**src/rtl/rv_decode_pkg.sv**
```systemverilog
// Decode widths, field types, opcode and quadrant codes, instruction word union, length codes
package rv_decode_pkg;

    localparam int REG_IDX_W = 5;
    localparam int IMM_W     = 21;
    localparam int OPCODE_W  = 7;

    typedef logic [REG_IDX_W-1:0] reg_idx_t;
    typedef logic [IMM_W-1:0]     imm_t;
    typedef logic [OPCODE_W-1:0]  opcode_t;

    // Major opcodes of the 32-bit base formats
    localparam opcode_t OPC_LUI       = 7'b0110111;
    localparam opcode_t OPC_AUIPC     = 7'b0010111;
    localparam opcode_t OPC_JAL       = 7'b1101111;
    localparam opcode_t OPC_JALR      = 7'b1100111;
    localparam opcode_t OPC_LOAD      = 7'b0000011;
    localparam opcode_t OPC_OP_IMM    = 7'b0010011;
    localparam opcode_t OPC_OP_IMM_32 = 7'b0011011;
    localparam opcode_t OPC_OP        = 7'b0110011;
    localparam opcode_t OPC_OP_32     = 7'b0111011;
    localparam opcode_t OPC_BRANCH    = 7'b1100011;
    localparam opcode_t OPC_STORE     = 7'b0100011;
    localparam opcode_t OPC_MISC_MEM  = 7'b0001111;
    localparam opcode_t OPC_SYSTEM    = 7'b1110011;

    // Compressed quadrant codes in bits 1..0
    localparam logic [1:0] C_Q0 = 2'b00;
    localparam logic [1:0] C_Q1 = 2'b01;
    localparam logic [1:0] C_Q2 = 2'b10;

    typedef enum logic [1:0] {
        LEN_NONE = 2'b00, // Longer than 64 bits and not decoded
        LEN_16   = 2'b01,
        LEN_32   = 2'b10,
        LEN_LONG = 2'b11  // 48-bit and 64-bit encoding space
    } ilen_t;

    typedef struct packed {
        logic [6:0] funct7;
        reg_idx_t   rs2;
        reg_idx_t   rs1;
        logic [2:0] funct3;
        reg_idx_t   rd;
        opcode_t    opcode;
    } base_view_t;

    typedef struct packed {
        logic [15:0] upper;  // Next parcel when the word is 16 bits
        logic [2:0]  funct3;
        logic        b12;
        logic [4:0]  hi5;    // Bits 11..7 hold rd or rs1 in most forms
        logic [4:0]  lo5;    // Bits 6..2 hold rs2 or immediate bits
        logic [1:0]  quad;
    } comp_view_t;

    typedef union packed {
        base_view_t b;
        comp_view_t c;
    } rv_word_u;

    localparam reg_idx_t RA_IDX = 5'd1;
    localparam reg_idx_t SP_IDX = 5'd2;

endpackage
```
**src/rtl/rv_decode_if.sv**
```systemverilog
// Interface bundling one set of decoded instruction fields
interface rv_decode_if import rv_decode_pkg::*; ();

    opcode_t    opcode;
    reg_idx_t   rd;
    reg_idx_t   rs1;
    reg_idx_t   rs2;
    logic [1:0] funct2;
    logic [2:0] funct3;
    logic [6:0] funct7;
    imm_t       imm;
    logic       c_flag;  // C.MV or C.JALR

    // Driven by a decoder
    modport source (
        output opcode, rd, rs1, rs2,
        output funct2, funct3, funct7,
        output imm, c_flag
    );

    // Read by the decode stage
    modport sink (
        input opcode, rd, rs1, rs2,
        input funct2, funct3, funct7,
        input imm, c_flag
    );

endinterface

```
**src/rtl/rv_decode_top.sv**
```systemverilog
// Decode stage top level with plain ports, both decoders and the output stage
module rv_decode_top import rv_decode_pkg::*; (
    input  logic        clk,
    input  logic        rst_n,
    input  logic        valid_in,
    input  logic [31:0] instr,
    input  logic        c_en,      // Compressed decode enable
    output logic        valid_out,
    output ilen_t       ilen,
    output opcode_t     opcode,
    output reg_idx_t    rd_idx,
    output reg_idx_t    rs1_idx,
    output reg_idx_t    rs2_idx,
    output logic [1:0]  funct2,
    output logic [2:0]  funct3,
    output logic [6:0]  funct7,
    output imm_t        imm,
    output logic        c_flag
);

    rv_word_u instr_w;

    rv_decode_if base_if ();
    rv_decode_if comp_if ();

    assign instr_w = rv_word_u'(instr);

    rv_base_decoder u_base (
        .instr    (instr_w),
        .decode_o (base_if.source)
    );

    rv_compressed_decoder u_comp (
        .instr    (instr_w),
        .c_en     (c_en),
        .decode_o (comp_if.source)
    );

    rv_decode_stage u_stage (
        .clk       (clk),
        .rst_n     (rst_n),
        .valid_in  (valid_in),
        .instr     (instr_w),
        .base      (base_if.sink),
        .comp      (comp_if.sink),
        .valid_out (valid_out),
        .ilen      (ilen),
        .opcode    (opcode),
        .rd_idx    (rd_idx),
        .rs1_idx   (rs1_idx),
        .rs2_idx   (rs2_idx),
        .funct2    (funct2),
        .funct3    (funct3),
        .funct7    (funct7),
        .imm       (imm),
        .c_flag    (c_flag)
    );

endmodule

```
**src/rtl/rv_decode_stage.sv**
```systemverilog
// Length classification, decoder selection and registered output stage with valid
module rv_decode_stage import rv_decode_pkg::*; (
    input  logic        clk,
    input  logic        rst_n,
    input  logic        valid_in,
    input  rv_word_u    instr,
    rv_decode_if.sink   base,
    rv_decode_if.sink   comp,
    output logic        valid_out,
    output ilen_t       ilen,
    output opcode_t     opcode,
    output reg_idx_t    rd_idx,
    output reg_idx_t    rs1_idx,
    output reg_idx_t    rs2_idx,
    output logic [1:0]  funct2,
    output logic [2:0]  funct3,
    output logic [6:0]  funct7,
    output imm_t        imm,
    output logic        c_flag
);

    ilen_t ilen_nxt;
    logic  pick_comp;

    // Standard length encoding from the low bits
    always_comb begin
        if (instr.b.opcode[1:0] != 2'b11) begin
            ilen_nxt = LEN_16;
        end else if (instr.b.opcode[4:2] != 3'b111) begin
            ilen_nxt = LEN_32;
        end else if (!instr.b.opcode[6]) begin
            ilen_nxt = LEN_LONG;
        end else begin
            ilen_nxt = LEN_NONE;
        end
    end

    assign pick_comp = (ilen_nxt == LEN_16);

    always_ff @(posedge clk) begin
        if (!rst_n) begin
            valid_out <= 1'b0;
            ilen      <= LEN_NONE;
            opcode    <= '0;
            rd_idx    <= '0;
            rs1_idx   <= '0;
            rs2_idx   <= '0;
            funct2    <= '0;
            funct3    <= '0;
            funct7    <= '0;
            imm       <= '0;
            c_flag    <= 1'b0;
        end else begin
            valid_out <= valid_in;
            if (valid_in) begin // Fields hold on idle cycles
                ilen    <= ilen_nxt;
                opcode  <= pick_comp ? comp.opcode : base.opcode;
                rd_idx  <= pick_comp ? comp.rd     : base.rd;
                rs1_idx <= pick_comp ? comp.rs1    : base.rs1;
                rs2_idx <= pick_comp ? comp.rs2    : base.rs2;
                funct2  <= pick_comp ? comp.funct2 : base.funct2;
                funct3  <= pick_comp ? comp.funct3 : base.funct3;
                funct7  <= pick_comp ? comp.funct7 : base.funct7;
                imm     <= pick_comp ? comp.imm    : base.imm;
                c_flag  <= pick_comp ? comp.c_flag : base.c_flag;
            end
        end
    end

endmodule

```
**src/rtl/rv_compressed_decoder.sv**
```systemverilog
// Combinational expander of 16-bit compressed instructions into base-style fields
module rv_compressed_decoder import rv_decode_pkg::*; (
    input rv_word_u     instr,
    input logic         c_en,
    rv_decode_if.source decode_o
);

    comp_view_t  cv;
    logic [15:0] hw;

    // Three-bit register field selects x8..x15
    function automatic reg_idx_t creg(input logic [2:0] r);
        return {2'b01, r};
    endfunction

    assign cv = instr.c;
    assign hw = {cv.funct3, cv.b12, cv.hi5, cv.lo5, cv.quad};

    always_comb begin
        decode_o.opcode = '0;
        decode_o.rd     = '0;
        decode_o.rs1    = '0;
        decode_o.rs2    = '0;
        decode_o.funct2 = '0;
        decode_o.funct3 = '0;
        decode_o.funct7 = '0;
        decode_o.imm    = '0;
        decode_o.c_flag = 1'b0;
        if (c_en && cv.quad != 2'b11) begin
            decode_o.opcode = {5'd0, cv.quad};
            decode_o.funct3 = cv.funct3;
            case (cv.quad)
                C_Q0: begin
                    case (cv.funct3)
                        3'b000: if (hw[12:5] != '0) begin // C.ADDI4SPN
                            decode_o.rd  = creg(hw[4:2]);
                            decode_o.rs1 = SP_IDX;
                            decode_o.imm = {11'd0, hw[10:7], hw[12:11], hw[5], hw[6], 2'b00};
                        end
                        3'b010, 3'b011, 3'b110, 3'b111: begin // C.LW C.LD C.SW C.SD
                            decode_o.rs1 = creg(hw[9:7]);
                            if (cv.funct3[2]) begin
                                decode_o.rs2 = creg(hw[4:2]);
                            end else begin
                                decode_o.rd = creg(hw[4:2]);
                            end
                            if (cv.funct3[0]) begin
                                decode_o.imm = {13'd0, hw[6:5], hw[12:10], 3'b000};
                            end else begin
                                decode_o.imm = {14'd0, hw[5], hw[12:10], hw[6], 2'b00};
                            end
                        end
                        default: ; // FP forms and reserved
                    endcase
                end
                C_Q1: begin
                    case (cv.funct3)
                        3'b000, 3'b001, 3'b010: if (cv.hi5 != '0) begin // C.ADDI C.ADDIW C.LI
                            decode_o.rd  = cv.hi5;
                            decode_o.rs1 = cv.funct3[1] ? '0 : cv.hi5;
                            decode_o.imm = {{15{hw[12]}}, hw[12], hw[6:2]};
                        end
                        3'b011: if (cv.hi5 == SP_IDX) begin // C.ADDI16SP
                            decode_o.rd  = SP_IDX;
                            decode_o.rs1 = SP_IDX;
                            decode_o.imm = {{11{hw[12]}}, hw[12], hw[4:3], hw[5], hw[2],
                                            hw[6], 4'b0000};
                        end else if (cv.hi5 != '0) begin // C.LUI
                            decode_o.rd  = cv.hi5;
                            decode_o.imm = {{3{hw[12]}}, hw[12], hw[6:2], 12'd0};
                        end
                        3'b100: begin
                            decode_o.rd  = creg(hw[9:7]);
                            decode_o.rs1 = creg(hw[9:7]);
                            if (hw[11:10] != 2'b11) begin // C.SRLI C.SRAI C.ANDI
                                decode_o.funct2 = hw[11:10];
                                decode_o.imm    = {{15{hw[12]}}, hw[12], hw[6:2]};
                            end else begin // C.SUB C.XOR C.OR C.AND C.SUBW C.ADDW
                                decode_o.funct2 = hw[6:5];
                                decode_o.rs2    = creg(hw[4:2]);
                                decode_o.funct7 = {hw[15:10], 1'b0};
                            end
                        end
                        3'b101: begin // C.J
                            decode_o.imm = {{9{hw[12]}}, hw[12], hw[8], hw[10:9], hw[6], hw[7],
                                            hw[2], hw[11], hw[5:3], 1'b0};
                        end
                        default: begin // C.BEQZ C.BNEZ
                            decode_o.rs1 = creg(hw[9:7]);
                            decode_o.imm = {{12{hw[12]}}, hw[12], hw[6:5], hw[2], hw[11:10],
                                            hw[4:3], 1'b0};
                        end
                    endcase
                end
                C_Q2: begin
                    case (cv.funct3)
                        3'b000: begin // C.SLLI
                            decode_o.rd  = cv.hi5;
                            decode_o.rs1 = cv.hi5;
                            decode_o.imm = {15'd0, hw[12], hw[6:2]};
                        end
                        3'b010, 3'b011: if (cv.hi5 != '0) begin // C.LWSP C.LDSP
                            decode_o.rd  = cv.hi5;
                            decode_o.rs1 = SP_IDX;
                            if (cv.funct3[0]) begin
                                decode_o.imm = {12'd0, hw[4:2], hw[12], hw[6:5], 3'b000};
                            end else begin
                                decode_o.imm = {13'd0, hw[3:2], hw[12], hw[6:4], 2'b00};
                            end
                        end
                        3'b100: begin
                            decode_o.funct7 = {hw[15:12], 3'b000};
                            decode_o.rs2    = cv.lo5;
                            if (!cv.b12) begin
                                if (cv.lo5 != '0) begin // C.MV
                                    decode_o.rd     = cv.hi5;
                                    decode_o.c_flag = 1'b1;
                                end else begin // C.JR
                                    decode_o.rs1 = cv.hi5;
                                end
                            end else if (cv.lo5 == '0 && cv.hi5 != '0) begin // C.JALR
                                decode_o.rd     = RA_IDX;
                                decode_o.rs1    = cv.hi5;
                                decode_o.c_flag = 1'b1;
                            end else begin // C.ADD, or C.EBREAK with all zero
                                decode_o.rd  = cv.hi5;
                                decode_o.rs1 = cv.hi5;
                            end
                        end
                        3'b110, 3'b111: begin // C.SWSP C.SDSP
                            decode_o.rs1 = SP_IDX;
                            decode_o.rs2 = cv.lo5;
                            if (cv.funct3[0]) begin
                                decode_o.imm = {12'd0, hw[9:7], hw[12:10], 3'b000};
                            end else begin
                                decode_o.imm = {13'd0, hw[8:7], hw[12:9], 2'b00};
                            end
                        end
                        default: ;
                    endcase
                end
                default: ;
            endcase
        end
    end

endmodule

```
**src/rtl/rv_base_decoder.sv**
```systemverilog
// Combinational decoder for the 32-bit base instruction formats
module rv_base_decoder import rv_decode_pkg::*; (
    input rv_word_u     instr,
    rv_decode_if.source decode_o
);

    base_view_t w;

    assign w = instr.b;

    always_comb begin
        decode_o.opcode = w.opcode;
        decode_o.rd     = '0;
        decode_o.rs1    = '0;
        decode_o.rs2    = '0;
        decode_o.funct2 = '0; // No funct2 in base formats
        decode_o.funct3 = '0;
        decode_o.funct7 = '0;
        decode_o.imm    = '0;
        decode_o.c_flag = 1'b0;
        case (w.opcode)
            OPC_LUI, OPC_AUIPC: begin // U-type
                decode_o.rd  = w.rd;
                decode_o.imm = {w.funct7[6], w.funct7, w.rs2, w.rs1, w.funct3};
            end
            OPC_JAL: begin // J-type
                decode_o.rd  = w.rd;
                decode_o.imm = {w.funct7[6], w.rs1, w.funct3, w.rs2[0],
                                w.funct7[5:0], w.rs2[4:1], 1'b0};
            end
            OPC_JALR, OPC_LOAD, OPC_OP_IMM, OPC_OP_IMM_32: begin // I-type
                decode_o.rd     = w.rd;
                decode_o.rs1    = w.rs1;
                decode_o.funct3 = w.funct3;
                decode_o.imm    = {{9{w.funct7[6]}}, w.funct7, w.rs2};
            end
            OPC_OP, OPC_OP_32: begin // R-type
                decode_o.rd     = w.rd;
                decode_o.rs1    = w.rs1;
                decode_o.rs2    = w.rs2;
                decode_o.funct3 = w.funct3;
                decode_o.funct7 = w.funct7;
            end
            OPC_BRANCH: begin // B-type
                decode_o.rs1    = w.rs1;
                decode_o.rs2    = w.rs2;
                decode_o.funct3 = w.funct3;
                decode_o.imm    = {{8{w.funct7[6]}}, w.funct7[6], w.rd[0],
                                   w.funct7[5:0], w.rd[4:1], 1'b0};
            end
            OPC_STORE: begin // S-type
                decode_o.rs1    = w.rs1;
                decode_o.rs2    = w.rs2;
                decode_o.funct3 = w.funct3;
                decode_o.imm    = {{9{w.funct7[6]}}, w.funct7, w.rd};
            end
            OPC_MISC_MEM: begin // FENCE, pred/succ kept unsigned
                decode_o.rd  = w.rd;
                decode_o.rs1 = w.rs1;
                decode_o.imm = {9'd0, w.funct7, w.rs2};
            end
            OPC_SYSTEM: begin
                decode_o.imm = {9'd0, w.funct7, w.rs2}; // CSR number or funct12
            end
            default: begin
                decode_o.opcode = '0; // Unknown opcode
            end
        endcase
    end

endmodule

```
**config.mk**
```make
export PLATFORM = sky130hd
export DESIGN_NAME = rv_decode_top
export DESIGN_NICKNAME = d
export VERILOG_FILES = /design/src/rtl/rv_decode_pkg.sv /design/src/rtl/rv_decode_if.sv /design/src/rtl/rv_decode_top.sv /design/src/rtl/rv_decode_stage.sv /design/src/rtl/rv_compressed_decoder.sv /design/src/rtl/rv_base_decoder.sv
export SDC_FILE = /design/constraint.sdc
export NUM_CORES = 1
export LEC_CHECK = 0
export BUFFER_PORTS_ARGS = -buffer_cell sky130_fd_sc_hd__buf_4
export CAP_MARGIN = 20
export CORE_UTILIZATION = 55
export DETAILED_ROUTE_END_ITERATION = 12
export HOLD_SLACK_MARGIN = 0.02
export PLACE_DENSITY = 0.86
export SLEW_MARGIN = 20
export SYNTH_ARGS = -nofsm -noshare
export SYNTH_HDL_FRONTEND = slang
export SYNTH_SLANG_ARGS = --single-unit
export TNS_END_PERCENT = 1
```
**constraint.sdc**
```tcl
create_clock -name clk -period 3.05 [get_ports clk]
set_input_delay 0.305 -clock clk [delete_from_list [all_inputs] [get_ports clk]]
set_output_delay 0.305 -clock clk [all_outputs]
set_load 0.02 [all_outputs]
```
# Word level (Yosys, flattened, before mapping)
# Index checks and enable logic that the tools add are counted.
# totals
word_cells,141
reg_bits,59
in_bits,36
out_inout_bits,59
# classes
reduce_logical,22
n_eq_ne,27
n_mux,81
# op_table
cell,count
21-bit two-way mux,7
21-bit case mux with 3 select lines,2
21-bit case mux with 6 select lines,1
5-bit two-way mux,21
5-bit case mux with 3 select lines,6
21-bit case mux with 4 select lines,1
7-bit two-way mux,8
21-bit case mux with 2 select lines,1
"7-bit by 6-bit equality test with 1-bit output, second input constant",4
"7-bit equality test, second input constant",4
2-bit two-way mux,12
"7-bit by 5-bit equality test with 1-bit output, second input constant",3
5-bit case mux with 2 select lines,2
5-bit case mux with 4 select lines,1
9-bit two-way mux,2
4-bit two-way mux,4
7-bit case mux with 2 select lines,1
13-bit OR reduction,1
"3-bit equality test, second input constant",4
4-bit OR reduction,3
10-bit two-way mux,1
5-bit nonzero test,2
10-bit OR reduction,1
2-bit OR reduction,5
other kinds (20),33

# Logic depth before layout (Yosys ltp)
# logic_depth
depth_word,8
depth_mapped,9
depth_no_buf,8

# Cells and area by module
# A second synthesis with hierarchy kept.
# unflattened
hier_cells,740
hier_area_um2,5574.1
# by_module_without_submodules
mod,seq_area_each_um2,area_per_inst_um2,cells_per_inst,instances
rv_decode_stage,1181.1,2965.3,335,1
rv_compressed_decoder,0.0,1512.7,257,1
rv_base_decoder,0.0,1096.1,148,1

# Worst setup path after synthesis
# No wires, ideal clock.
# synth_timing
path_type,input to register
start,input port instr[7]
end,register u_stage.imm[17]
setup_ps,119
t_arrival_ps,1938
required_ps,2931
slack_ps,993
path_buffers,2
stages,8
cell_sequence,buf_2 -> or4_4 -> buf_6 -> o32a_2 -> a21oi_2 -> o21ai_2 -> a31o_4 -> o221a_1
# synth_between
elab_chain_cells,7
elab_cells_between_ends,9
classes_between,1 x eq/ne; 7 x mux; 1 x reduce/logical
# synth_lines
item,line_no,text
start: declaration,rv_decode_top.sv:6,"input logic [31:0] instr,"
5-bit nonzero test,"rv_compressed_decoder.sv:58, rv_compressed_decoder.sv:68, rv_compressed_decoder.sv:102",
21-bit two-way mux,rv_compressed_decoder.sv:68,end else if (cv.hi5 != '0) begin
21-bit two-way mux,rv_compressed_decoder.sv:63,3'b011: if (cv.hi5 == SP_IDX) begin
21-bit case mux with 4 select lines (*),rv_compressed_decoder.sv:57,case (cv.funct3)
21-bit case mux with 3 select lines (*),rv_compressed_decoder.sv:32,case (cv.quad)
21-bit two-way mux (*),rv_compressed_decoder.sv:29,if (c_en && cv.quad != 2'b11) begin
21-bit two-way mux (*),rv_decode_stage.sv:64,imm <= pick_comp ? comp.imm : base.imm;
end signal: assignment,rv_decode_stage.sv:64,
end: declaration,rv_decode_stage.sv:18,"output imm_t imm,"
# Mark *: on every way between the ends. The rest lies on a longest branch, timed or not.
# A chain may end at the register's enable or synchronous reset.

# Worst setup path after layout
# layout_timing
start,input port instr[15]
end,register u_stage.rs2_idx[0]
# layout_between
elab_chain_cells,6
elab_cells_between_ends,14
classes_between,5 x eq/ne; 7 x mux; 2 x reduce/logical
# layout_lines
item,line_no,text
"3-bit by 2-bit equality test with 1-bit output, or another cell as far along",rv_compressed_decoder.sv:34,case (cv.funct3)
4-bit OR reduction or 3-bit OR reduction (tied branches),-,
"5-bit two-way mux, on equally long branches","rv_compressed_decoder.sv:34, rv_compressed_decoder.sv:96",
5-bit case mux with 3 select lines (*),rv_compressed_decoder.sv:32,
5-bit two-way mux (*),rv_compressed_decoder.sv:29,
5-bit two-way mux (*),rv_decode_stage.sv:60,rs2_idx <= pick_comp ? comp.rs2 : base.rs2;
end signal: assignment,rv_decode_stage.sv:60,
end: declaration,rv_decode_stage.sv:14,"output reg_idx_t rs2_idx,"
# Marks and branches as above.

==> reports/qor.txt <==
CP Capture Type: flop
Yosys reg bits: 59
Critical path class: input pin to flop
RSZ-0062 raised after global routing: no
Pwr/cell area: 393 mW/mm^2
Clock root buffer: clkbuf_8
Syn nets: 603
YS warnings: 0
TritonRoute pass-1 iters: 8
Postcts setup bufs: 0
Slowest stage delay, CP: 970 ps
Final slew viol count: 0
Crit path time final: 2450 ps
Vias per std cell: 7.37
HP Start: instr[0]
Post-synth top cells: 61 x nand2_1, 59 x dfxtp_1, 49 x o21ai_0
Lkg Pwr: 0.00198 uW
Initial antenna violation count: 0
Ant. Diodes: 0
EDFF count, synth: 0
Fill cells: 624
Worst Path Arrival: 2740 ps
Number of I/O port buffers: 94
GR Overflow Total: 0
Post-Synthesis Cell Area: 0.00418 sq mm
Die Width: 89.2 um
Sequential standard cell area: 0.00118 sq mm
Post-CTS Resized: 0
Post-Route WL: 17,700 um
Mean Syn Cell Area: 7.44 sq um
RR Startpoint: u_stage.imm[7]
Cell taking the most area after synthesis: dfxtp_1
Synth cell types: 75
Synth area leaders: dfxtp_1 28%, o21ai_0 5.9%, a21oi_1 5.7%
R2r setup slk: 2040 ps
Post-layout nets: 672
Design area: 0.00511 sq mm
Setup Skew: 0 ps
Die height: 89.2 um
Clock Path Buffers: 2
Worst reg2reg path endpoint: u_stage.imm[7]
Layout Utilization: 0.701
Final setup viols: 0
Multi-input gate area: 0.00271 sq mm
Detail Placement HPWL: 12,400 um
Crit path launch type: input pin
Routed wire per std cell: 24.1 um
CTS Buf Count: 9
Post-synth top area share: 0.283
Gpl congestion: 1.05
Post-placement cell area: 0.00492 sq mm
Number of top-level pins: 95
Core ar.: 0.00729 sq mm
WP buf/inv: 2
Cell with the most instances after synthesis: nand2_1
Setup TNS: 0 ps
Fmax: 408 MHz
Post-Synthesis Cells: 562
Post-synth ARST share: 0
Critical path's slowest cell: nor4b_1
Final total power: 2010 uW
Via count: 5,409
Share of post-route cells with drive strength above 1: 0.228
Status: completed
Worst-margin pin slew: 1050 ps
Initial Utilization: 0.573
Worst path cell trace: buf_4 > inv_1 > nor4b_1 > a21oi_1 > a21oi_1 > a221oi_1 > nor2_1
Main synth FF type: dfxtp_1
Clock-pin slew on the worst setup and hold paths: 70 ps
Final period utilization: 0.804
GRT Overall Usage: 0.451
CTS tree: yes
Post-CTS Hold Buffers: 0
R2r worst-path depth: 2
Worst min-delay path category: input pin to flop
Peak supply drop: 0.000275 V
DR DRC count: 0
Skew-Pair Late Insertion Delay: 340 ps
Remaining antenna violation count: 0
Slew HR: 0.292
1st-iter DRT viols: 987
H-tree levels: 3
Crit path max-delay family: simple AND/OR/NAND/NOR gates
Total of max-cap violations: 0
CP Data Required Time: 3330 ps
Sink Count: 59
Synth-to-layout area growth: 22.3%
Die area: 0.00795 sq mm
Critical Path Most Common Cell: a21oi_1
Hold Path Cell Cnt: 2
Vias in the first global route: 4,852
CP max FO: 34
Final Hold Viols: 0
First-pass GRT wire length: 26,700 um
Hold Path Sink: u_stage.opcode[0]
Row Count: 31
Largest net degree at the start of global routing: 35
Seq/Total Area, Yosys: 0.283
## power by group
part | total, uW | internal (uW) | switching [uW]
clock | 721 | 392 | 329
combinational | 477 | 160 | 317
sequential | 810 | 795 | 15.1
## sequential cells by signal, summed over array words and instances, names as in the netlist
signal,flops
u_stage.c_flag,1
u_stage.funct2,2
u_stage.funct3,3
u_stage.funct7,7
u_stage.ilen,2
u_stage.imm,21
u_stage.opcode,7
u_stage.rd_idx,5
u_stage.rs1_idx,5
u_stage.rs2_idx,5
u_stage.valid_out,1
## through the flow
step                      setup WS (ps)  cells  hold WS [ps]
after global placement              491    719           425
after detailed placement            526    719           435
after CTS                           875    734           230
final                               597    734           226
after global routing                608    734           234
after floorplan                     993    562           431
## cells by family after synthesis
logic type / count (synthesis) / synth area share
AO/OA/AOI/OAI: 242 / 0.411
XOR/XNOR: 1 / 0.00210
adder cells (fa/ha/maj): 5 / 0.0150
buffers and inverters: 71 / 0.0707
flip-flops: 59 / 0.283
multiplexers: 1 / 0.00240
AND/OR/NAND/NOR: 183 / 0.216
## layer usage
layer	vias up	part of all wire	global-route usage	routed length, um
met4	0	0.072	0.266	1270
met5	-	0	0	0
met2	505	0.42	0.654	7390
met1	2478	0.37	0.585	6480
li1	2281	-	-	-
met3	145	0.14	0.141	2540
## how the worst max path moves through the flow
stage               startpoint                 end  slack (ps)  depth (start not counted)
floorplan             instr[7]     u_stage.imm[17]         990                          8
global placement     instr[15]  u_stage.rs2_idx[0]         490                          7
detailed placement    instr[0]     u_stage.imm[17]         530                          8
CTS                   instr[0]     u_stage.imm[17]         880                          8
global route         instr[15]  u_stage.rs2_idx[2]         610                          7
finish               instr[15]  u_stage.rs2_idx[0]         600                          7
## area by class of cell
type | count | share of cell area
Timing Repair Buffer | 112 | 0.165
Clock buffer | 10 | 0.0269
Clock inverter | 5 | 0.0105
Inverter | 17 | 0.0125
Sequential cell | 59 | 0.231
Tap cell | 99 | 0.0242
Multi-Input combinational cell | 432 | 0.530
## cells in the final DEF, fill, tap and decap left out, types with 3 or more instances in the layout
cell type	instances
inv_1	14
o211ai_1	11
buf_4	112
a21oi_1	48
o21ai_0	49
nand3_1	17
o2bb2ai_1	4
clkinv_2	3
nand2b_1	7
a21o_1	4
and2_1	5
a31oi_1	13
or2_2	3
o22ai_1	6
o221a_1	4
nor2_1	43
nor2b_1	9
nor3_1	9
o41ai_1	3
a32oi_1	7
a22oi_1	15
o2111ai_1	6
clkbuf_8	10
dfxtp_1	59
nor4_1	3
and3_1	4
o221ai_1	3
a221o_1	3
nand2_1	61
ha_1	5
a311oi_1	4
a221oi_1	14
a22o_1	15
nor3b_1	5
o31ai_1	3
a222oi_1	3
nand4_1	3
(Power assumes the default switching activity.)
